<file path="config.mk">
export PLATFORM = sky130hd
export DESIGN_NAME = axi_mux_top
export DESIGN_NICKNAME = d
export VERILOG_FILES = /design/src/mux_pkg.sv /design/src/axi_mux_top.sv /design/src/read_mux.sv /design/src/write_mux.sv /design/src/w_route_fifo.sv /design/src/spill_reg.sv /design/src/rr_arbiter.sv
export SDC_FILE = /design/constraint.sdc
export NUM_CORES = 1
export LEC_CHECK = 0
export BUFFER_PORTS_ARGS = -buffer_cell sky130_fd_sc_hd__buf_2
export CORE_AREA = 2 2 268 270
export DETAILED_ROUTE_END_ITERATION = 8
export DIE_AREA = 0 0 270 272
export PLACE_DENSITY_LB_ADDON = 0.2
export SYNTH_ARGS = -nofsm -noshare
export SYNTH_HDL_FRONTEND = slang
export SYNTH_SLANG_ARGS = --single-unit
</file>
<file path="constraint.sdc">
create_clock -name clk_i -period 4.24 [get_ports clk_i]
set_input_delay 0.636 -clock clk_i [delete_from_list [all_inputs] [get_ports clk_i]]
set_output_delay 0.636 -clock clk_i [all_outputs]
set_load 0.03 [all_outputs]
</file>
<file path="src/mux_pkg.sv">
package mux_pkg;

  // ------------------------------
  // bus sizes
  // ------------------------------
  // upstream managers sharing the one downstream port
  localparam int unsigned NUM_PORTS   = 4;
  // port index rides in the id msbs
  localparam int unsigned PORT_IDX_W  = 2;
  // id bits owned by the manager itself
  localparam int unsigned SUB_ID_W    = 2;
  localparam int unsigned ID_W        = PORT_IDX_W + SUB_ID_W;
  localparam int unsigned ADDR_W      = 16;
  localparam int unsigned DATA_W      = 32;
  localparam int unsigned LEN_W       = 4;
  localparam int unsigned RESP_W      = 2;
  // write addresses allowed to wait for their data
  localparam int unsigned MAX_W_TRANS = 8;
  // routing queue pointer and occupancy widths
  localparam int unsigned FIFO_PTR_W  = $clog2(MAX_W_TRANS);
  localparam int unsigned FIFO_CNT_W  = $clog2(MAX_W_TRANS + 1);

  // ------------------------------
  // id encoding
  // ------------------------------
  typedef logic [PORT_IDX_W-1:0] port_idx_t;

  // split view of the id
  typedef struct packed {
    port_idx_t           port;
    logic [SUB_ID_W-1:0] sub_id;
  } axi_id_fields_t;

  // raw id on the wire, or port plus sub id for routing
  typedef union packed {
    logic [ID_W-1:0] raw;
    axi_id_fields_t  fld;
  } axi_id_u;

  // ------------------------------
  // channel payloads
  // ------------------------------
  // shared by aw and ar
  typedef struct packed {
    axi_id_u           id;
    logic [ADDR_W-1:0] addr;
    logic [LEN_W-1:0]  len;
  } ax_chan_t;

  typedef struct packed {
    logic [DATA_W-1:0] data;
    logic              last;
  } w_chan_t;

  typedef struct packed {
    axi_id_u           id;
    logic [RESP_W-1:0] resp;
  } b_chan_t;

  typedef struct packed {
    axi_id_u           id;
    logic [DATA_W-1:0] data;
    logic [RESP_W-1:0] resp;
    logic              last;
  } r_chan_t;

endpackage
</file>
<file path="src/axi_mux_top.sv">
`timescale 1ns/1ns

module axi_mux_top import mux_pkg::*; (
  input  logic                     clk_i,
  input  logic                     arst_n_i,
  // ------------------------------
  // upstream managers
  // ------------------------------
  input  ax_chan_t [NUM_PORTS-1:0] slv_aw_i,
  input  logic     [NUM_PORTS-1:0] slv_aw_valid_i,
  output logic     [NUM_PORTS-1:0] slv_aw_ready_o,
  input  w_chan_t  [NUM_PORTS-1:0] slv_w_i,
  input  logic     [NUM_PORTS-1:0] slv_w_valid_i,
  output logic     [NUM_PORTS-1:0] slv_w_ready_o,
  output b_chan_t  [NUM_PORTS-1:0] slv_b_o,
  output logic     [NUM_PORTS-1:0] slv_b_valid_o,
  input  logic     [NUM_PORTS-1:0] slv_b_ready_i,
  input  ax_chan_t [NUM_PORTS-1:0] slv_ar_i,
  input  logic     [NUM_PORTS-1:0] slv_ar_valid_i,
  output logic     [NUM_PORTS-1:0] slv_ar_ready_o,
  output r_chan_t  [NUM_PORTS-1:0] slv_r_o,
  output logic     [NUM_PORTS-1:0] slv_r_valid_o,
  input  logic     [NUM_PORTS-1:0] slv_r_ready_i,
  // ------------------------------
  // downstream subordinate
  // ------------------------------
  output ax_chan_t                 mst_aw_o,
  output logic                     mst_aw_valid_o,
  input  logic                     mst_aw_ready_i,
  output w_chan_t                  mst_w_o,
  output logic                     mst_w_valid_o,
  input  logic                     mst_w_ready_i,
  input  b_chan_t                  mst_b_i,
  input  logic                     mst_b_valid_i,
  output logic                     mst_b_ready_o,
  output ax_chan_t                 mst_ar_o,
  output logic                     mst_ar_valid_o,
  input  logic                     mst_ar_ready_i,
  input  r_chan_t                  mst_r_i,
  input  logic                     mst_r_valid_i,
  output logic                     mst_r_ready_o
);

  // aw, w and b
  write_mux i_write_mux (
    .clk_i          ( clk_i          ),
    .arst_n_i       ( arst_n_i       ),
    .slv_aw_i       ( slv_aw_i       ),
    .slv_aw_valid_i ( slv_aw_valid_i ),
    .slv_aw_ready_o ( slv_aw_ready_o ),
    .slv_w_i        ( slv_w_i        ),
    .slv_w_valid_i  ( slv_w_valid_i  ),
    .slv_w_ready_o  ( slv_w_ready_o  ),
    .slv_b_o        ( slv_b_o        ),
    .slv_b_valid_o  ( slv_b_valid_o  ),
    .slv_b_ready_i  ( slv_b_ready_i  ),
    .mst_aw_o       ( mst_aw_o       ),
    .mst_aw_valid_o ( mst_aw_valid_o ),
    .mst_aw_ready_i ( mst_aw_ready_i ),
    .mst_w_o        ( mst_w_o        ),
    .mst_w_valid_o  ( mst_w_valid_o  ),
    .mst_w_ready_i  ( mst_w_ready_i  ),
    .mst_b_i        ( mst_b_i        ),
    .mst_b_valid_i  ( mst_b_valid_i  ),
    .mst_b_ready_o  ( mst_b_ready_o  )
  );

  // ar and r
  read_mux i_read_mux (
    .clk_i          ( clk_i          ),
    .arst_n_i       ( arst_n_i       ),
    .slv_ar_i       ( slv_ar_i       ),
    .slv_ar_valid_i ( slv_ar_valid_i ),
    .slv_ar_ready_o ( slv_ar_ready_o ),
    .slv_r_o        ( slv_r_o        ),
    .slv_r_valid_o  ( slv_r_valid_o  ),
    .slv_r_ready_i  ( slv_r_ready_i  ),
    .mst_ar_o       ( mst_ar_o       ),
    .mst_ar_valid_o ( mst_ar_valid_o ),
    .mst_ar_ready_i ( mst_ar_ready_i ),
    .mst_r_i        ( mst_r_i        ),
    .mst_r_valid_i  ( mst_r_valid_i  ),
    .mst_r_ready_o  ( mst_r_ready_o  )
  );

endmodule

</file>
<file path="src/read_mux.sv">
`timescale 1ns/1ns

module read_mux import mux_pkg::*; (
  input  logic                     clk_i,
  input  logic                     arst_n_i,
  // upstream managers
  input  ax_chan_t [NUM_PORTS-1:0] slv_ar_i,
  input  logic     [NUM_PORTS-1:0] slv_ar_valid_i,
  output logic     [NUM_PORTS-1:0] slv_ar_ready_o,
  output r_chan_t  [NUM_PORTS-1:0] slv_r_o,
  output logic     [NUM_PORTS-1:0] slv_r_valid_o,
  input  logic     [NUM_PORTS-1:0] slv_r_ready_i,
  // downstream subordinate
  output ax_chan_t                 mst_ar_o,
  output logic                     mst_ar_valid_o,
  input  logic                     mst_ar_ready_i,
  input  r_chan_t                  mst_r_i,
  input  logic                     mst_r_valid_i,
  output logic                     mst_r_ready_o
);

  ax_chan_t  arb_ar;
  logic      arb_valid, arb_ready;
  port_idx_t r_port;

  // ------------------------------
  // ar channel
  // ------------------------------
  rr_arbiter i_ar_arbiter (
    .clk_i    ( clk_i          ),
    .arst_n_i ( arst_n_i       ),
    .req_i    ( slv_ar_valid_i ),
    .gnt_o    ( slv_ar_ready_o ),
    .data_i   ( slv_ar_i       ),
    .valid_o  ( arb_valid      ),
    .ready_i  ( arb_ready      ),
    .data_o   ( arb_ar         )
  );

  // one cycle to downstream, ready path cut here
  spill_reg i_ar_spill (
    .clk_i    ( clk_i          ),
    .arst_n_i ( arst_n_i       ),
    .valid_i  ( arb_valid      ),
    .ready_o  ( arb_ready      ),
    .data_i   ( arb_ar         ),
    .valid_o  ( mst_ar_valid_o ),
    .ready_i  ( mst_ar_ready_i ),
    .data_o   ( mst_ar_o       )
  );

  // ------------------------------
  // r channel
  // ------------------------------
  assign r_port        = mst_r_i.id.fld.port;
  assign mst_r_ready_o = slv_r_ready_i[r_port];

  // beat copied everywhere, valid steered by id
  always_comb begin : proc_r_route
    for (int unsigned i = 0; i < NUM_PORTS; i++) begin
      slv_r_o[i] = mst_r_i;
    end
    slv_r_valid_o         = '0;
    slv_r_valid_o[r_port] = mst_r_valid_i;
  end

endmodule

</file>
<file path="src/write_mux.sv">
`timescale 1ns/1ns

module write_mux import mux_pkg::*; (
  input  logic                     clk_i,
  input  logic                     arst_n_i,
  // upstream managers
  input  ax_chan_t [NUM_PORTS-1:0] slv_aw_i,
  input  logic     [NUM_PORTS-1:0] slv_aw_valid_i,
  output logic     [NUM_PORTS-1:0] slv_aw_ready_o,
  input  w_chan_t  [NUM_PORTS-1:0] slv_w_i,
  input  logic     [NUM_PORTS-1:0] slv_w_valid_i,
  output logic     [NUM_PORTS-1:0] slv_w_ready_o,
  output b_chan_t  [NUM_PORTS-1:0] slv_b_o,
  output logic     [NUM_PORTS-1:0] slv_b_valid_o,
  input  logic     [NUM_PORTS-1:0] slv_b_ready_i,
  // downstream subordinate
  output ax_chan_t                 mst_aw_o,
  output logic                     mst_aw_valid_o,
  input  logic                     mst_aw_ready_i,
  output w_chan_t                  mst_w_o,
  output logic                     mst_w_valid_o,
  input  logic                     mst_w_ready_i,
  input  b_chan_t                  mst_b_i,
  input  logic                     mst_b_valid_i,
  output logic                     mst_b_ready_o
);

  ax_chan_t  arb_aw;
  logic      arb_valid, arb_ready;
  logic      spill_valid, spill_ready;
  logic      fifo_full, fifo_empty;
  logic      fifo_push, fifo_pop;
  port_idx_t fifo_idx;
  port_idx_t b_port;

  // ------------------------------
  // aw channel
  // ------------------------------
  rr_arbiter i_aw_arbiter (
    .clk_i    ( clk_i          ),
    .arst_n_i ( arst_n_i       ),
    .req_i    ( slv_aw_valid_i ),
    .gnt_o    ( slv_aw_ready_o ),
    .data_i   ( slv_aw_i       ),
    .valid_o  ( arb_valid      ),
    .ready_i  ( arb_ready      ),
    .data_o   ( arb_aw         )
  );

  // full queue blocks aw, arbiter stays locked meanwhile
  assign spill_valid = arb_valid & ~fifo_full;
  assign arb_ready   = spill_ready & ~fifo_full;
  // remember which port owns the next w burst
  assign fifo_push   = spill_valid & spill_ready;

  w_route_fifo i_w_route_fifo (
    .clk_i    ( clk_i              ),
    .arst_n_i ( arst_n_i           ),
    .push_i   ( fifo_push          ),
    .data_i   ( arb_aw.id.fld.port ),
    .full_o   ( fifo_full          ),
    .empty_o  ( fifo_empty         ),
    .pop_i    ( fifo_pop           ),
    .data_o   ( fifo_idx           )
  );

  spill_reg i_aw_spill (
    .clk_i    ( clk_i          ),
    .arst_n_i ( arst_n_i       ),
    .valid_i  ( spill_valid    ),
    .ready_o  ( spill_ready    ),
    .data_i   ( arb_aw         ),
    .valid_o  ( mst_aw_valid_o ),
    .ready_i  ( mst_aw_ready_i ),
    .data_o   ( mst_aw_o       )
  );

  // ------------------------------
  // w channel
  // ------------------------------
  // queue head picks the port
  assign mst_w_o       = slv_w_i[fifo_idx];
  assign mst_w_valid_o = ~fifo_empty & slv_w_valid_i[fifo_idx];
  // burst done on the last beat
  assign fifo_pop      = mst_w_valid_o & mst_w_ready_i & mst_w_o.last;

  always_comb begin : proc_w_ready
    slv_w_ready_o           = '0;
    slv_w_ready_o[fifo_idx] = ~fifo_empty & mst_w_ready_i;
  end

  // ------------------------------
  // b channel
  // ------------------------------
  assign b_port        = mst_b_i.id.fld.port;
  assign mst_b_ready_o = slv_b_ready_i[b_port];

  // payload to all, valid only to the owner
  always_comb begin : proc_b_route
    for (int unsigned i = 0; i < NUM_PORTS; i++) begin
      slv_b_o[i] = mst_b_i;
    end
    slv_b_valid_o         = '0;
    slv_b_valid_o[b_port] = mst_b_valid_i;
  end

endmodule

</file>
<file path="src/w_route_fifo.sv">
`timescale 1ns/1ns

module w_route_fifo import mux_pkg::*; (
  input  logic      clk_i,
  input  logic      arst_n_i,
  // write side, one entry per accepted aw
  input  logic      push_i,
  input  port_idx_t data_i,
  output logic      full_o,
  // read side, head steers the w beats
  output logic      empty_o,
  input  logic      pop_i,
  output port_idx_t data_o
);

  port_idx_t [MAX_W_TRANS-1:0] mem_q;
  logic      [FIFO_PTR_W-1:0]  wr_ptr_q, rd_ptr_q;
  logic      [FIFO_CNT_W-1:0]  cnt_q;

  logic push_ok, pop_ok;

  assign full_o  = (cnt_q == FIFO_CNT_W'(MAX_W_TRANS));
  assign empty_o = (cnt_q == '0);
  // registered head, no fall-through
  assign data_o  = mem_q[rd_ptr_q];

  // ignore requests that would over or underflow
  assign push_ok = push_i & ~full_o;
  assign pop_ok  = pop_i & ~empty_o;

  always_ff @(posedge clk_i or negedge arst_n_i) begin : proc_ptrs
    if (!arst_n_i) begin
      wr_ptr_q <= '0;
      rd_ptr_q <= '0;
      cnt_q    <= '0;
    end else begin
      if (push_ok) begin
        wr_ptr_q <= (wr_ptr_q == FIFO_PTR_W'(MAX_W_TRANS - 1)) ? '0 : wr_ptr_q + 1'b1;
      end
      if (pop_ok) begin
        rd_ptr_q <= (rd_ptr_q == FIFO_PTR_W'(MAX_W_TRANS - 1)) ? '0 : rd_ptr_q + 1'b1;
      end
      // simultaneous push and pop keeps the count
      case ({push_ok, pop_ok})
        2'b10:   cnt_q <= cnt_q + 1'b1;
        2'b01:   cnt_q <= cnt_q - 1'b1;
        default: cnt_q <= cnt_q;
      endcase
    end
  end

  always_ff @(posedge clk_i) begin : proc_mem
    if (push_ok) begin
      mem_q[wr_ptr_q] <= data_i;
    end
  end

endmodule

</file>
<file path="src/spill_reg.sv">
`timescale 1ns/1ns

module spill_reg import mux_pkg::*; (
  input  logic     clk_i,
  input  logic     arst_n_i,
  // upstream side
  input  logic     valid_i,
  output logic     ready_o,
  input  ax_chan_t data_i,
  // downstream side
  output logic     valid_o,
  input  logic     ready_i,
  output ax_chan_t data_o
);

  // main slot takes every new beat
  logic     a_full_q;
  ax_chan_t a_data_q;
  // spill slot holds the older beat when output stalls
  logic     b_full_q;
  ax_chan_t b_data_q;

  logic a_fill, a_drain;
  logic b_fill, b_drain;

  // ------------------------------
  // slot control
  // ------------------------------
  assign a_fill  = valid_i & ready_o;
  // main slot empties whenever the spill slot is free
  assign a_drain = a_full_q & ~b_full_q;
  // stalled beat moves to the spill slot
  assign b_fill  = a_drain & ~ready_i;
  assign b_drain = b_full_q & ready_i;

  // flop outputs only, no path from ready_i
  assign ready_o = ~a_full_q | ~b_full_q;
  assign valid_o = a_full_q | b_full_q;
  // spill slot always holds the older beat
  assign data_o  = b_full_q ? b_data_q : a_data_q;

  always_ff @(posedge clk_i or negedge arst_n_i) begin : proc_full
    if (!arst_n_i) begin
      a_full_q <= 1'b0;
      b_full_q <= 1'b0;
    end else begin
      if (a_fill || a_drain) begin
        a_full_q <= a_fill;
      end
      if (b_fill || b_drain) begin
        b_full_q <= b_fill;
      end
    end
  end

  // payload slots
  always_ff @(posedge clk_i) begin : proc_data
    if (a_fill) begin
      a_data_q <= data_i;
    end
    if (b_fill) begin
      b_data_q <= a_data_q;
    end
  end

endmodule

</file>
<file path="src/rr_arbiter.sv">
`timescale 1ns/1ns

module rr_arbiter import mux_pkg::*; (
  input  logic                     clk_i,
  input  logic                     arst_n_i,
  // upstream valids and readies
  input  logic     [NUM_PORTS-1:0] req_i,
  output logic     [NUM_PORTS-1:0] gnt_o,
  input  ax_chan_t [NUM_PORTS-1:0] data_i,
  // single arbitrated output
  output logic                     valid_o,
  input  logic                     ready_i,
  output ax_chan_t                 data_o
);

  // port with top priority this cycle
  port_idx_t prio_q;
  // choice held while the output stalls
  logic      lock_q;
  port_idx_t lock_idx_q;

  port_idx_t pick_idx;
  logic      pick_found;
  port_idx_t sel_idx;

  // ------------------------------
  // round-robin pick
  // ------------------------------
  // first requester at or after the pointer
  always_comb begin : proc_pick
    pick_found = 1'b0;
    pick_idx   = prio_q;
    for (int unsigned i = 0; i < NUM_PORTS; i++) begin
      if (!pick_found && req_i[port_idx_t'((prio_q + i) % NUM_PORTS)]) begin
        pick_found = 1'b1;
        pick_idx   = port_idx_t'((prio_q + i) % NUM_PORTS);
      end
    end
  end

  // locked port wins over a fresh pick
  assign sel_idx = lock_q ? lock_idx_q : pick_idx;
  assign valid_o = lock_q ? req_i[lock_idx_q] : pick_found;
  assign data_o  = data_i[sel_idx];

  // only the selected port sees ready
  always_comb begin : proc_gnt
    gnt_o          = '0;
    gnt_o[sel_idx] = valid_o & ready_i;
  end

  // ------------------------------
  // lock and pointer state
  // ------------------------------
  always_ff @(posedge clk_i or negedge arst_n_i) begin : proc_state
    if (!arst_n_i) begin
      prio_q     <= '0;
      lock_q     <= 1'b0;
      lock_idx_q <= '0;
    end else begin
      // hold the choice across a stall
      lock_q     <= valid_o & ~ready_i;
      lock_idx_q <= sel_idx;
      // after a transfer the next port goes first
      if (valid_o && ready_i) begin
        if (sel_idx == port_idx_t'(NUM_PORTS - 1)) begin
          prio_q <= '0;
        end else begin
          prio_q <= sel_idx + 1'b1;
        end
      end
    end
  end

endmodule

</file>
=== After elaboration in Yosys (flattened, before gate mapping) ===
Cells that the tools add are included.

* Bitwise logic cells: 38
* $add $sub $neg: 12
* Equality and inequality tests: 7
* Muxes and demuxes: 72
* $lt $le $gt $ge: 23
* Reductions and logical operators: 26

{| class="wikitable"
|+ Operators by type and width
! cell !! number
|-
| $bmux W24 S2 || 2
|-
| $mux W24 || 4
|-
| $bmux W33 S2 || 1
|-
| $lt A2 B3 Y1 const B || 15
|-
| $mux W33 || 1
|-
| $mux W1 || 28
|-
| $bmux W1 S2 || 13
|-
| $mux W2 || 12
|-
| $and A4 B4 Y4 || 5
|-
| $and A1 B1 Y1 || 19
|-
| $bwmux W16 || 1
|-
| $logic_and A1 B1 Y1 || 14
|-
| $demux W1 S2 || 5
|-
| $ge A2 B1 Y1 const B || 5
|-
| $not A1 Y1 || 10
|-
| $add A2 B1 Y2 const B || 4
|-
| $add A2 B2 Y2 const B || 4
|-
| $lt A3 B4 Y1 const B || 2
|-
| $pmux W4 S2 || 1
|-
| $add A3 B1 Y3 const B || 2
|-
| $bmux W2 S3 || 1
|-
| $demux W2 S3 || 1
|-
| $eq A2 B2 Y1 const B || 3
|-
| $eq A3 B3 Y1 const B || 2
|-
| 11 further kinds || 23
|}

* Bits in registers: 136
* Input bits: 396
* Output and inout bits: 286

=== Logic depth before layout (Yosys ltp) ===
Gate-level depths: netlist of the first run.

* Depth after elaboration: 18
* Mapped depth: 14
* Mapped depth without buffers: 12

=== Cells and area by module ===
Synthesis of the first run repeated with hierarchy kept, for this count alone.

* Cells, all modules: 746
* Area, all modules: 9984.6 µm²

{| class="wikitable"
|+ By module, submodules not included
! module !! instances !! cells each !! area an instance (µm²) !! sequential area each (µm²)
|-
| spill_reg || 2 || 83 || 1928.1 || 1491.4
|-
| rr_arbiter || 2 || 123 || 1219.9 || 125.1
|-
| w_route_fifo || 1 || 91 || 1327.5 || 730.7
|-
| read_mux || 1 || 161 || 1228.7 || 0.0
|-
| write_mux || 1 || 82 || 1132.3 || 0.0
|}

=== Worst setup path after synthesis of the first run ===
No wires, ideal clock.

* Path type: input-to-reg
* Start point: in slv_aw_valid_i[1]
* End point: reg i_write_mux.i_w_route_fifo.cnt_q[3]
* Cell stages on the path: 12
* Buffers on the path: 1
* Data arrival time: 3413 ps
* Setup slack: 702 ps
* Cells stage by stage: mux4_2 mux2i_1 nor2b_1 clkbuf_1 inv_1 ha_1 ha_1 a21o_1 a21oi_1 xnor2_1 nor2_1 xor2_1

* Cells in the longest elaborated chain, start to end: 18
* Elaborated cells on any way between the ends: 28
* Those cells by class: 2 x eq/ne; 16 x mux; 3 x bitwise; 7 x reduce/logical

{| class="wikitable"
|+ Ends and longest elaborated chain
! item !! RTL line !! RTL
|-
| from (decl) || axi_mux_top.sv:10 || <nowiki>input logic [NUM_PORTS-1:0] slv_aw_valid_i,</nowiki>
|-
| $bmux W1 S2 || rr_arbiter.sv:34 || <nowiki>if (!pick_found && req_i[port_idx_t'((prio_q + i) % NUM_PORTS)]) begin</nowiki>
|-
| $mux W1 (not written as such) || rr_arbiter.sv:34 ||
|-
| $mux W1 || rr_arbiter.sv:34 ||
|-
| $logic_not A1 Y1 || rr_arbiter.sv:34 ||
|-
| $logic_and A1 B1 Y1 || rr_arbiter.sv:34 ||
|-
| $mux W1 || rr_arbiter.sv:34 ||
|-
| $logic_not A1 Y1 || rr_arbiter.sv:34 ||
|-
| $logic_and A1 B1 Y1 || rr_arbiter.sv:34 ||
|-
| [... 3 more ...] || n/a ||
|-
| $mux W1 || rr_arbiter.sv:34 ||
|-
| $mux W1 (*) || rr_arbiter.sv:43 || <nowiki>assign valid_o = lock_q ? req_i[lock_idx_q] : pick_found;</nowiki>
|-
| $and A1 B1 Y1 (*) || write_mux.sv:51 || <nowiki>assign spill_valid = arb_valid & ~fifo_full;</nowiki>
|-
| $and A1 B1 Y1 (*) || write_mux.sv:54 || <nowiki>assign fifo_push = spill_valid & spill_ready;</nowiki>
|-
| via i_write_mux.fifo_push || write_mux.sv:32 || <nowiki>logic fifo_push, fifo_pop;</nowiki>
|-
| $and A1 B1 Y1 (*) || w_route_fifo.sv:28 || <nowiki>assign push_ok = push_i & ~full_o;</nowiki>
|-
| $eq A2 B1 Y1 or $eq A2 B2 Y1 (tied branches) || w_route_fifo.sv:44 || <nowiki>case ({push_ok, pop_ok})</nowiki>
|-
| $pmux W4 S2 or $reduce_bool A2 Y1 (tied branches) || n/a ||
|-
| to (signal assigned) || w_route_fifo.sv:45 || <nowiki>2'b10: cnt_q <= cnt_q + 1'b1;</nowiki>
|-
| to (signal assigned) || w_route_fifo.sv:46 || <nowiki>2'b01: cnt_q <= cnt_q - 1'b1;</nowiki>
|-
| to (signal assigned) || w_route_fifo.sv:47 || <nowiki>default: cnt_q <= cnt_q;</nowiki>
|-
| to (decl) || w_route_fifo.sv:18 || <nowiki>logic [FIFO_CNT_W-1:0] cnt_q;</nowiki>
|}

The timed path passes the listed nets; every way through them passes the cells marked *. The select of a mux whose other input is x is not followed.
A chain may end at the register's enable or synchronous reset.

==> summary.txt, run 1 <==
Final layout
  – Post-layout instance area: 12400 um^2
  – ANT cells: 0
  – Fraction of layout cells with a size suffix above 1: 59.3%
  – Layout Nets: 1491
  – Layout area overhead: 29.5%
  – Final core utilization: 17.5%
  – Multi-input gate area: 4070 um^2
  – Reg area: 3960 um^2
  – # fillers: 7867

Route
  – Detailed-router iteration count before antenna repair: 4
  – DRC: 0
  – Antenna-violating nets left: 0
  – Iter 0 DRT Violations: roughly 180
  – Via density: between 3 and 4
  – WL per Instance: between 10 and 15 um
  – Routed vias: 6834
  – Aggregate routed wire length: 29900 um

Critical path
  – Worst Setup End Kind: output port
  – Critical R2R Capture: i_write_mux.i_w_route_fifo.cnt_q[3]
  – Critical path's largest stage delay: 0.67 ns
  – Number of buffers and inverters on the critical path: 2
  – Worst-path cell chain: mux2i_1, mux4_4, buf_12, mux2_2, nor2_1, a21oi_1, buf_2
  – Critical path depth: 7
  – Crit path capture: mst_w_o[32]
  – Crit-path slowest cell: mux4_4
  – Worst reg-to-reg setup slack: 0.87 ns
  – R2r startpoint: i_write_mux.i_w_route_fifo.rd_ptr_q[1]
  – Worst Path Arrival: 3.03 ns
  – WP data required: 3.60 ns
  – Cells on worst reg2reg path: 12
  – CP startpoint kind: flop
  – Maximum fanout along the worst path: 68
  – Crit path max-delay family: multiplexers
  – Setup CP Type: flop to output port
  – Crit. Startpoint: i_write_mux.i_w_route_fifo.rd_ptr_q[1]

STA
  – Max Freq: 0.273 GHz
  – Relative slew slack: 48.1%
  – Worst slew pin tran: 0.778 ns
  – Final Skew: 0.0262 ns
  – Slew Limit Fails: 0
  – Setup WS post-layout: 0.579 ns
  – Period utilization: 86.3%
  – Hold slack: 0.225 ns
  – Endpoints failing hold: 0
  – Minimum clock period: about 3.7 ns
  – TNS Setup: 0 ns
  – Final setup vio count: 0
  – RSZ-0062 raised after global routing: false

Floorplan
  – DIE WIDTH: 270 um
  – Initial core utilization: a little over an eighth
  – Core area: ~71000 um^2
  – Io pins: 682
  – Core Rows: a little under 100
  – Die Area: 73400 um^2
  – Die H: 272 um

Logic synthesis
  – Predominant post-synthesis flop cell: edfxtp_1
  – Post-Syn Instances: 785
  – Area share of the largest cell type after synthesis: between 30% and 40%
  – Area contributors post-synth: edfxtp_1 35%, buf_4 14%, mux2i_1 12%
  – Seq/Total Area, Yosys: 41.4%
  – EDFF count, synth: approximately 110
  – Most instantiated cells after synthesis: 181 x buf_4, 115 x mux2i_1, 112 x edfxtp_1, 84 x mux2_2, 43 x nor2_1
  – Synthesized flop and latch total: 136
  – Synth warn: 0
  – Mapped Area: between 9000 and 10000 um^2
  – FFs w/ async S/R, synth: between 15 and 20%
  – Mean cell area of the mapped netlist: 12.2 um^2
  – Syn Nets: 1197
  – Yosys cell types: between 40 and 50
  – Count leader, synth: buf_4
  – Cell taking the most area after synthesis: edfxtp_1

CTS
  – Cts repair resizes: 0
  – Sinks on Clock Net: ~140
  – Clock-pin slew on the worst setup and hold paths: 0.07 ns
  – Setup bufs post-CTS: 0
  – TritonCTS buffer count: 17
  – CTS tree: built
  – Maximum clock path buffer count: 2
  – Worst skew pair latency: 0.48 ns
  – CTS Hold Bufs: 0
  – Clk root buf: clkbuf_16
  – CTS H-Tree Depth: 4

Place
  – Routability cong.: ~0.9
  – PortBufs: 476
  – Hpwl dp: 24200 um
  – Pre-CTS setup slack: between 0.8 and 0.9 ns
  – Placed Area: 11800 um^2

Global route
  – Global-route wire length before repair: 43600 um
  – GR Overflow Total: 0
  – Initial antenna violation count: 3
  – Vias in the first global route: around 7100
  – Largest net degree at the start of global routing: 69
  – Total track usage: 7.94%

Run
  – MaxCap Viol Count: 0

Power and ir drop
  – Logic pwr share: 58.7%
  – Flop pwr share: 25.6%
  – Total internal power: 0.00533 W
  – Sw Pwr: approximately 0.0045 W
  – Maximum VDD drop: around 0.58 mV
  – Static Leak: 5.39 nW
  – Clock network power share: around 16%
  – Sw Share: a little under half
  – Total power divided by cell area: 792 nW/um^2

Status
  – Outcome: completed

Hold path
  – Worst hold path type: primary input to async pin
## worst min path at each step
stage | to | slack, ns | cells past startpoint
2_1_floorplan | i_read_mux.i_ar_arbiter.lock_idx_q[0] | 0.34 | 0
3_3_place_gp | i_write_mux.i_aw_spill.b_data_q[17] | 0.43 | 0
3_5_place_dp | i_write_mux.i_aw_spill.b_data_q[6] | 0.43 | 0
4_1_cts | i_read_mux.i_ar_arbiter.prio_q[0] | 0.21 | 1
5_1_grt | i_read_mux.i_ar_arbiter.prio_q[1] | 0.24 | 1
6_report | i_read_mux.i_ar_arbiter.prio_q[1] | 0.23 | 1
## layout make-up
class,instances,area share (%)
Clock buffer,20,3.86
Multi-Input combinational cell,416,32.8
Tap cell,950,9.59
Timing Repair Buffer,492,20.3
Inverter,16,0.484
Clock inverter,12,1.02
Sequential cell,136,32.0
## layout by cell type, fill, tap and decap left out, types with 9 or more instances in the layout
| cell | synthesis | routed |
|---|---|---|
| edfxtp_1 | 112 | 112 |
| mux2_2 | 84 | 84 |
| buf_2 | 12 | 476 |
| buf_4 | 181 | 15 |
| mux4_2 | 26 | 25 |
| inv_1 | 16 | 16 |
| ha_1 | 15 | 15 |
| nor2_1 | 43 | 43 |
| a21oi_1 | 40 | 38 |
| and2_1 | 9 | 9 |
| dfrtp_1 | 24 | 24 |
| nand2b_1 | 9 | 9 |
| nand2_1 | 13 | 13 |
| clkbuf_16 | 0 | 19 |
| mux2i_1 | 115 | 115 |
## routing by layer
metal  share of wire [%]  wire [um]  track usage (%)
met1                  39      11800             8.49
met2                  50      14900             13.5
met3                 7.5       2240             3.00
met4                 3.5       1030             4.50
met5                   0          0                0
## per-stage QoR
step / cells / total power (W)
3_5_place_dp: 2010 / 0.00845
4_1_cts: 2042 / 0.0101
2_1_floorplan: 785 / 0.00699
3_3_place_gp: 2010 / 0.00845
5_1_grt: 2042 / 0.0105
6_report: 2042 / 0.00982
## power groups by stage
stage          combinational [W]  clock, W  sequential (W)
2_1_floorplan            0.00457         0         0.00241
3_3_place_gp             0.00591         0         0.00254
3_5_place_dp             0.00590         0         0.00255
4_1_cts                  0.00592   0.00162         0.00252
5_1_grt                  0.00624   0.00166         0.00259
6_report                 0.00577   0.00155         0.00251
## sequential cells by signal (all words and copies together), names as in the netlist, 2 cells and up
register                             flops
i_read_mux.i_ar_arbiter.lock_idx_q       2
i_read_mux.i_ar_arbiter.prio_q           2
i_read_mux.i_ar_spill.a_data_q          24
i_read_mux.i_ar_spill.b_data_q          24
i_write_mux.i_aw_arbiter.lock_idx_q      2
i_write_mux.i_aw_arbiter.prio_q          2
i_write_mux.i_aw_spill.a_data_q         24
i_write_mux.i_aw_spill.b_data_q         24
i_write_mux.i_w_route_fifo.cnt_q         4
i_write_mux.i_w_route_fifo.mem_q        16
i_write_mux.i_w_route_fifo.rd_ptr_q      3
i_write_mux.i_w_route_fifo.wr_ptr_q      3
## kinds of logic after synthesis
family | synth area share (%)
muxes | 30.1
xor gates and xnor gates | 0.366
adders and majority gates | 2.17
and+or+nand+nor | 5.64
DFF | 41.4
AOI/OAI and AO/OA | 3.59
buffers and inverters | 16.7
## worst register-to-register path: cells and delay by family (launching register included)
family	cells	cell delay [ns]
compound gates	2	0.35
fa+ha+maj	2	0.49
simple gates	2	0.24
mux	3	1.31
flops	1	0.53
buf+inv	1	0.06
xor+xnor	2	0.28
Power figures use the tool's default switching activity.
==> run 2: changes to the inputs <==
ABC_AREA = 1   (was unset)
CORE_AREA = 2 2 262 264   (was 2 2 268 270)
CTS_BUF_LIST = sky130_fd_sc_hd__clkbuf_16   (was unset)
CTS_CLUSTER_SIZE = 10   (was unset)
DIE_AREA = 0 0 264 266   (was 0 0 270 272)
==> run 2 against run 1 <==
Power is 35% higher. Sequential power is 12% higher. Critical path depth rose by 5. Clock power is 3% higher. Critical endpoint is now mst_w_o[28]. Largest cell class unchanged. Highest routed layer is now met5.
==> summary.txt, run 2 <==
STA
  – Max Freq: about 0.26 GHz
  – Endpoints failing hold: 0
  – RSZ-0062 raised after global routing: false
  – Final setup vio count: 0
  – Minimum clock period: 3.83 ns
  – Period utilization: 90.3%
  – Relative slew slack: 25.6%
  – Slew Limit Fails: 0
  – Setup WS post-layout: roughly 0.4 ns
  – Final Skew: 0.0201 ns
  – Worst slew pin tran: 1.11 ns
  – TNS Setup: 0 ns

Logic synthesis
  – Predominant post-synthesis flop cell: edfxtp_1
  – FFs w/ async S/R, synth: 17.6%
  – Area contributors post-synth: edfxtp_1 31%, nand2_1 19%, buf_4 14%
  – EDFF count, synth: 112
  – Most instantiated cells after synthesis: 548 x nand2_1, 262 x nand3_1, 193 x buf_4, 125 x inv_1, 112 x edfxtp_1
  – Syn Nets: ~1900
  – Area share of the largest cell type after synthesis: about a third
  – Mean cell area of the mapped netlist: ~7.1 um^2
  – Count leader, synth: nand2_1
  – Synthesized flop and latch total: 136
  – Post-Syn Instances: 1504
  – Mapped Area: 10700 um^2
  – Synth warn: 0
  – Seq/Total Area, Yosys: 37.0%
  – Cell taking the most area after synthesis: edfxtp_1
  – Yosys cell types: 32

Critical path
  – Crit-path slowest cell: inv_1
  – Maximum fanout along the worst path: 32
  – Worst Setup End Kind: output port
  – WP data required: 3.60 ns
  – Worst Path Arrival: 3.19 ns
  – Critical path's largest stage delay: roughly 0.82 ns
  – CP dominant cell by count: nand2_1
  – Number of buffers and inverters on the critical path: 4
  – Setup CP Type: flop to output port
  – R2r startpoint: i_write_mux.i_w_route_fifo.rd_ptr_q[0]
  – Crit path max-delay family: buffers and inverters
  – CP startpoint kind: flop
  – Worst-path cell chain: inv_1, nand2_1, nand3_1, nand2_1, nand2_1, nand2_2, inv_1, nand2_1, inv_1, a22oi_1, nand3_1, buf_2
  – Crit. Startpoint: i_write_mux.i_w_route_fifo.rd_ptr_q[0]

CTS
  – Clk root buf: clkbuf_16
  – Worst skew pair latency: 0.48 ns
  – CTS tree: built
  – Sinks on Clock Net: around 140
  – CTS H-Tree Depth: 4
  – Clock-pin slew on the worst setup and hold paths: about 0.08 ns
  – CTS Hold Bufs: 0
  – Maximum clock path buffer count: 2
  – Setup bufs post-CTS: 0
  – Cts repair resizes: 0
  – TritonCTS buffer count: 17

Power and ir drop
  – Maximum VDD drop: between 1 and 1.5 mV
  – Total power divided by cell area: 1000 nW/um^2
  – Static Leak: 6.88 nW

Final layout
  – Fraction of layout cells with a size suffix above 1: 31.0%
  – Most frequent cells in the layout: 545 x nand2_1, 476 x buf_2, 262 x nand3_1
  – Post-layout instance area: 13300 um^2
  – Non-Filler Instances: 2662
  – Layout area overhead: 23.6%
  – # fillers: 7752
  – Most common cell after layout, fill and taps aside: nand2_1
  – Layout Nets: approximately 2200

Route
  – Detailed-router iteration count before antenna repair: 5
  – DRC: 0
  – Antenna-violating nets left: 0
  – WL per Instance: between 15 and 20 um
  – Iter 0 DRT Violations: 537
  – Aggregate routed wire length: 40400 um
  – Routed vias: between 10000 and 15000
  – Via density: approximately 4.0

Floorplan
  – DIE WIDTH: 264 um
  – Die Area: between 70000 and 80000 um^2
  – Core area: around 68000 um^2
  – Io pins: just under 700
  – Core Rows: 96
  – Initial core utilization: 15.8%
  – Die H: between 200 and 300 um

Global route
  – GR Overflow Total: 0
  – Largest net degree at the start of global routing: 66
  – Total track usage: 11.2%
  – Global-route wire length before repair: ~60000 um
  – Vias in the first global route: 10400
  – Initial antenna violation count: 4

Place
  – DP Cell Count: 2628
  – Routability cong.: 0.854
  – PortBufs: 476
  – Pre-CTS setup slack: 0.708 ns
  – Placed Area: between 10000 and 15000 um^2
  – Hpwl dp: between 30000 and 40000 um

Status
  – Outcome: completed

Run
  – MaxCap Viol Count: 0

Hold path
  – Worst hold path type: primary input to async pin
-- run 2: cell count changes after synthesis, sizes merged, moves of 21 or more --
cell    before  now
inv         16  132
a22oi        0   32
mux2i      115    0
nand3b       1   27
buf        200  221
nand3        1  265
nand2       13  553
mux4        32    0
mux2        87    0
a21oi       40    4
-- run 2: kinds of logic after synthesis --
group,synth area share [%]
simple gates,36.5
buf+inv,21.0
flops,37.0
compound gates,3.41
fa+ha+maj,1.94
xor+xnor,0.245
-- run 2: path summary, 6_finish.rpt --
path,end,slack (ns),depth (start not counted)
worst max-delay path,mst_w_o[28],0.41,12
min in group clk_i,i_read_mux.i_ar_spill.b_full_q,0.35,2
max in group asynchronous,i_read_mux.i_ar_arbiter.lock_idx_q[0],3.51,1
worst max register to register,i_write_mux.i_w_route_fifo.cnt_q[3],0.64,20
worst min-delay path,i_write_mux.i_w_route_fifo.wr_ptr_q[0],0.22,1
worst min register to register,i_read_mux.i_ar_spill.b_data_q[17],0.44,0
-- run 2: layout make-up --
class,count,area [um^2],area share [%]
Sequential cell,136,3960,29.9
Clock buffer,17,425,3.21
Timing Repair Buffer,496,2530,19.1
Tap cell,882,1100,8.32
Clock inverter,15,193,1.45
Inverter,134,503,3.79
Multi-Input combinational cell,980,4530,34.2
Antenna cell,2,5.00,0.0378
-- run 2: stage by stage --
stage	utilization, %	hold slack, ns	total power, W
after CTS	19.6	0.192	0.0136
after global routing	19.6	0.242	0.0145
after detailed placement	18.7	0.433	0.0119
final	19.6	0.223	0.0133
after floorplan	-	0.340	0.00943
after global placement	18.7	0.432	0.0118
-- run 2: worst register-to-register path: stages (launching register included) --
cell and delay (ns):
dfrtp_1 0.56, inv_1 0.20, o21ai_0 0.28, nand3_1 0.13
nand2_1 0.46, nand2_1 0.10, nand2_1 0.10, nand2_1 0.05
nand2_1 0.07, nor2_1 0.08, nand2_1 0.14, inv_1 0.06
ha_1 0.21, ha_1 0.32, nand2_1 0.07, nor2_1 0.04
a211oi_1 0.25, nor2_1 0.07, nor2_1 0.09, nand2_1 0.07
xor2_1 0.14
-- run 2: power by group --
part	total (W)	internal (W)	switching [W]
registers	0.00281	0.00247	0.000340
logic	0.00886	0.00241	0.00645
clock network	0.00160	0.000935	0.000668
-- run 2: routing by layer --
metal	routed length [um]	up-vias	track usage, %
met5	16	-	0
met4	1220	2	5.16
met3	2980	73	3.43
met2	19500	383	18.9
met1	16700	4892	12.8
li1	-	5207	-
==> run 3: changes to the inputs <==
ABC_AREA = unset   (was 1)
CORE_AREA = 2 2 268 270   (was 2 2 262 264)
DIE_AREA = 0 0 270 272   (was 0 0 264 266)
==> run 3 against run 2 <==
Count of clock-buffer cells in the layout rose by 2. Clock power fell by 4%. Die area rose by 4.6%. Worst hold slack improved by 0.0022 ns. Final cell count fell by 23%. Sequential cell count did not move. Final area fell by 6.5%. Critical path depth fell by 5. Largest power group unchanged.
==> summary.txt, run 3 (same netlist as run 1, synthesis figures left out) <==
CTS
  – CTS H-Tree Depth: 4
  – Cts repair resizes: 0
  – CTS Hold Bufs: 0
  – Maximum clock path buffer count: 2
  – CTS tree: built
  – Sinks on Clock Net: 136
  – Clock-pin slew on the worst setup and hold paths: about 0.07 ns
  – TritonCTS buffer count: 17
  – Clk root buf: clkbuf_16
  – Worst skew pair latency: 0.48 ns
  – Setup bufs post-CTS: 0

STA
  – TNS Setup: 0 ns
  – Worst slew pin tran: about 0.78 ns
  – Slew Limit Fails: 0
  – RSZ-0062 raised after global routing: false
  – Minimum clock period: ~3.7 ns
  – Hold slack: 0.226 ns
  – Period utilization: 86.3%
  – Final setup vio count: 0
  – Relative slew slack: 48.1%
  – Endpoints failing hold: 0
  – Max Freq: 0.273 GHz
  – Final Skew: about 0.026 ns

Power and ir drop
  – Maximum VDD drop: 0.580 mV
  – Static Leak: about 5.4 nW
  – Total power divided by cell area: 792 nW/um^2

Global route
  – Largest net degree at the start of global routing: 69
  – GR Overflow Total: 0
  – Vias in the first global route: ~7100
  – Global-route wire length before repair: about 44000 um
  – Total track usage: under 10%
  – Initial antenna violation count: 3

Critical path
  – Setup CP Type: flop to output port
  – Crit path max-delay family: multiplexers
  – CP startpoint kind: flop
  – Worst-path cell chain: mux2i_1, mux4_4, buf_12, mux2_2, nor2_1, a21oi_1, buf_2
  – Worst Path Arrival: 3.03 ns
  – Maximum fanout along the worst path: 68
  – Critical path's largest stage delay: 0.67 ns
  – WP data required: 3.60 ns
  – Number of buffers and inverters on the critical path: 2
  – Worst reg-to-reg setup slack: a little under 0.9 ns
  – Worst Setup End Kind: output port
  – Crit-path slowest cell: mux4_4

Final layout
  – Most common cell after layout, fill and taps aside: buf_2
  – Layout area overhead: 29.5%
  – Fraction of layout cells with a size suffix above 1: 59.3%
  – # fillers: around 7900
  – Most frequent cells in the layout: 476 x buf_2, 115 x mux2i_1, 112 x edfxtp_1
  – ANT cells: 0
  – Layout Nets: ~1500

Floorplan
  – Core Rows: just under 100
  – Die Area: 73400 um^2
  – Initial core utilization: 13.5%
  – Io pins: 682
  – Core area: approximately 70000 um^2
  – DIE WIDTH: around 270 um
  – Die H: 272 um

Status
  – Outcome: completed

Route
  – WL per Instance: between 10 and 15 um
  – Detailed-router iteration count before antenna repair: 4
  – Aggregate routed wire length: 29900 um
  – Via density: 3.35
  – DRC: 0
  – Iter 0 DRT Violations: 184
  – Antenna-violating nets left: 0
  – Routed vias: 6847

Run
  – MaxCap Viol Count: 0

Place
  – PortBufs: 476
  – Hpwl dp: 24200 um
  – Routability cong.: 0.915

Hold path
  – Worst hold path type: primary input to async pin
-- run 3: cell types whose count changed in the layout (fill, tap and decap cells not counted), sizes merged, moves of 9 or more --
cell / delta
mux2i: +115
mux2: +87
nand2: -540
nand3b: -26
a22oi: -32
nand2b: +9
a21oi: +36
nand3: -264
inv: -113
o21ai: -15
mux4: +32
-- run 3: where the power goes --
part	switching (W)	internal (W)	total [W]
combinational	0.00355	0.00222	0.00577
clock	0.000652	0.000889	0.00154
sequential	0.000291	0.00222	0.00251
-- run 3: final cells by class --
cell class	count	area [um^2]	share of cell area [%]
sequential	136	3960	32.0
clock buffer	19	475	3.83
timing repair buffer	492	2510	20.3
clock inverter	13	130	1.05
multi-input combinational	416	4070	32.8
tap	950	1190	9.59
inverter	16	60.1	0.484
-- run 3: through the flow --
stage / area, um^2 / worst slack, ns / utilization (%) / total power [W] / std cells
final: 12400 / 0.579 / 17.5 / 0.00982 / 2042
after global routing: 12400 / 0.452 / 17.5 / 0.0105 / 2042
after CTS: 12400 / 0.488 / 17.5 / 0.0101 / 2042
after detailed placement: 11800 / 0.872 / 16.7 / 0.00845 / 2010
after global placement: 11800 / 0.844 / 16.7 / 0.00845 / 2010
after floorplan: 9580 / 0.702 / - / 0.00699 / 785
-- run 3: per-layer routing --
metal / GRT usage, % / routed length [um] / vias to the layer above
li1: - / - / 3271
met1: 8.49 / 11800 / 3184
met2: 13.5 / 14900 / 350
met3: 3.00 / 2230 / 42
met4: 4.50 / 1030 / 0
met5: 0 / 0 / -
-- run 3: path summary, 6_finish.rpt --
path                                                                to                              startpoint  cells after the start
worst max-delay path                                       mst_w_o[32]  i_write_mux.i_w_route_fifo.rd_ptr_q[1]                      7
worst min-delay path                 i_read_mux.i_ar_arbiter.prio_q[1]                                arst_n_i                      1
worst max register to register     i_write_mux.i_w_route_fifo.cnt_q[3]  i_write_mux.i_w_route_fifo.rd_ptr_q[1]                     12
worst min register to register      i_write_mux.i_aw_spill.b_data_q[8]      i_write_mux.i_aw_spill.a_data_q[8]                      0
max in group asynchronous       i_write_mux.i_w_route_fifo.rd_ptr_q[1]                                arst_n_i                      1
min in group clk_i                      i_read_mux.i_ar_spill.b_full_q                          mst_ar_ready_i                      2
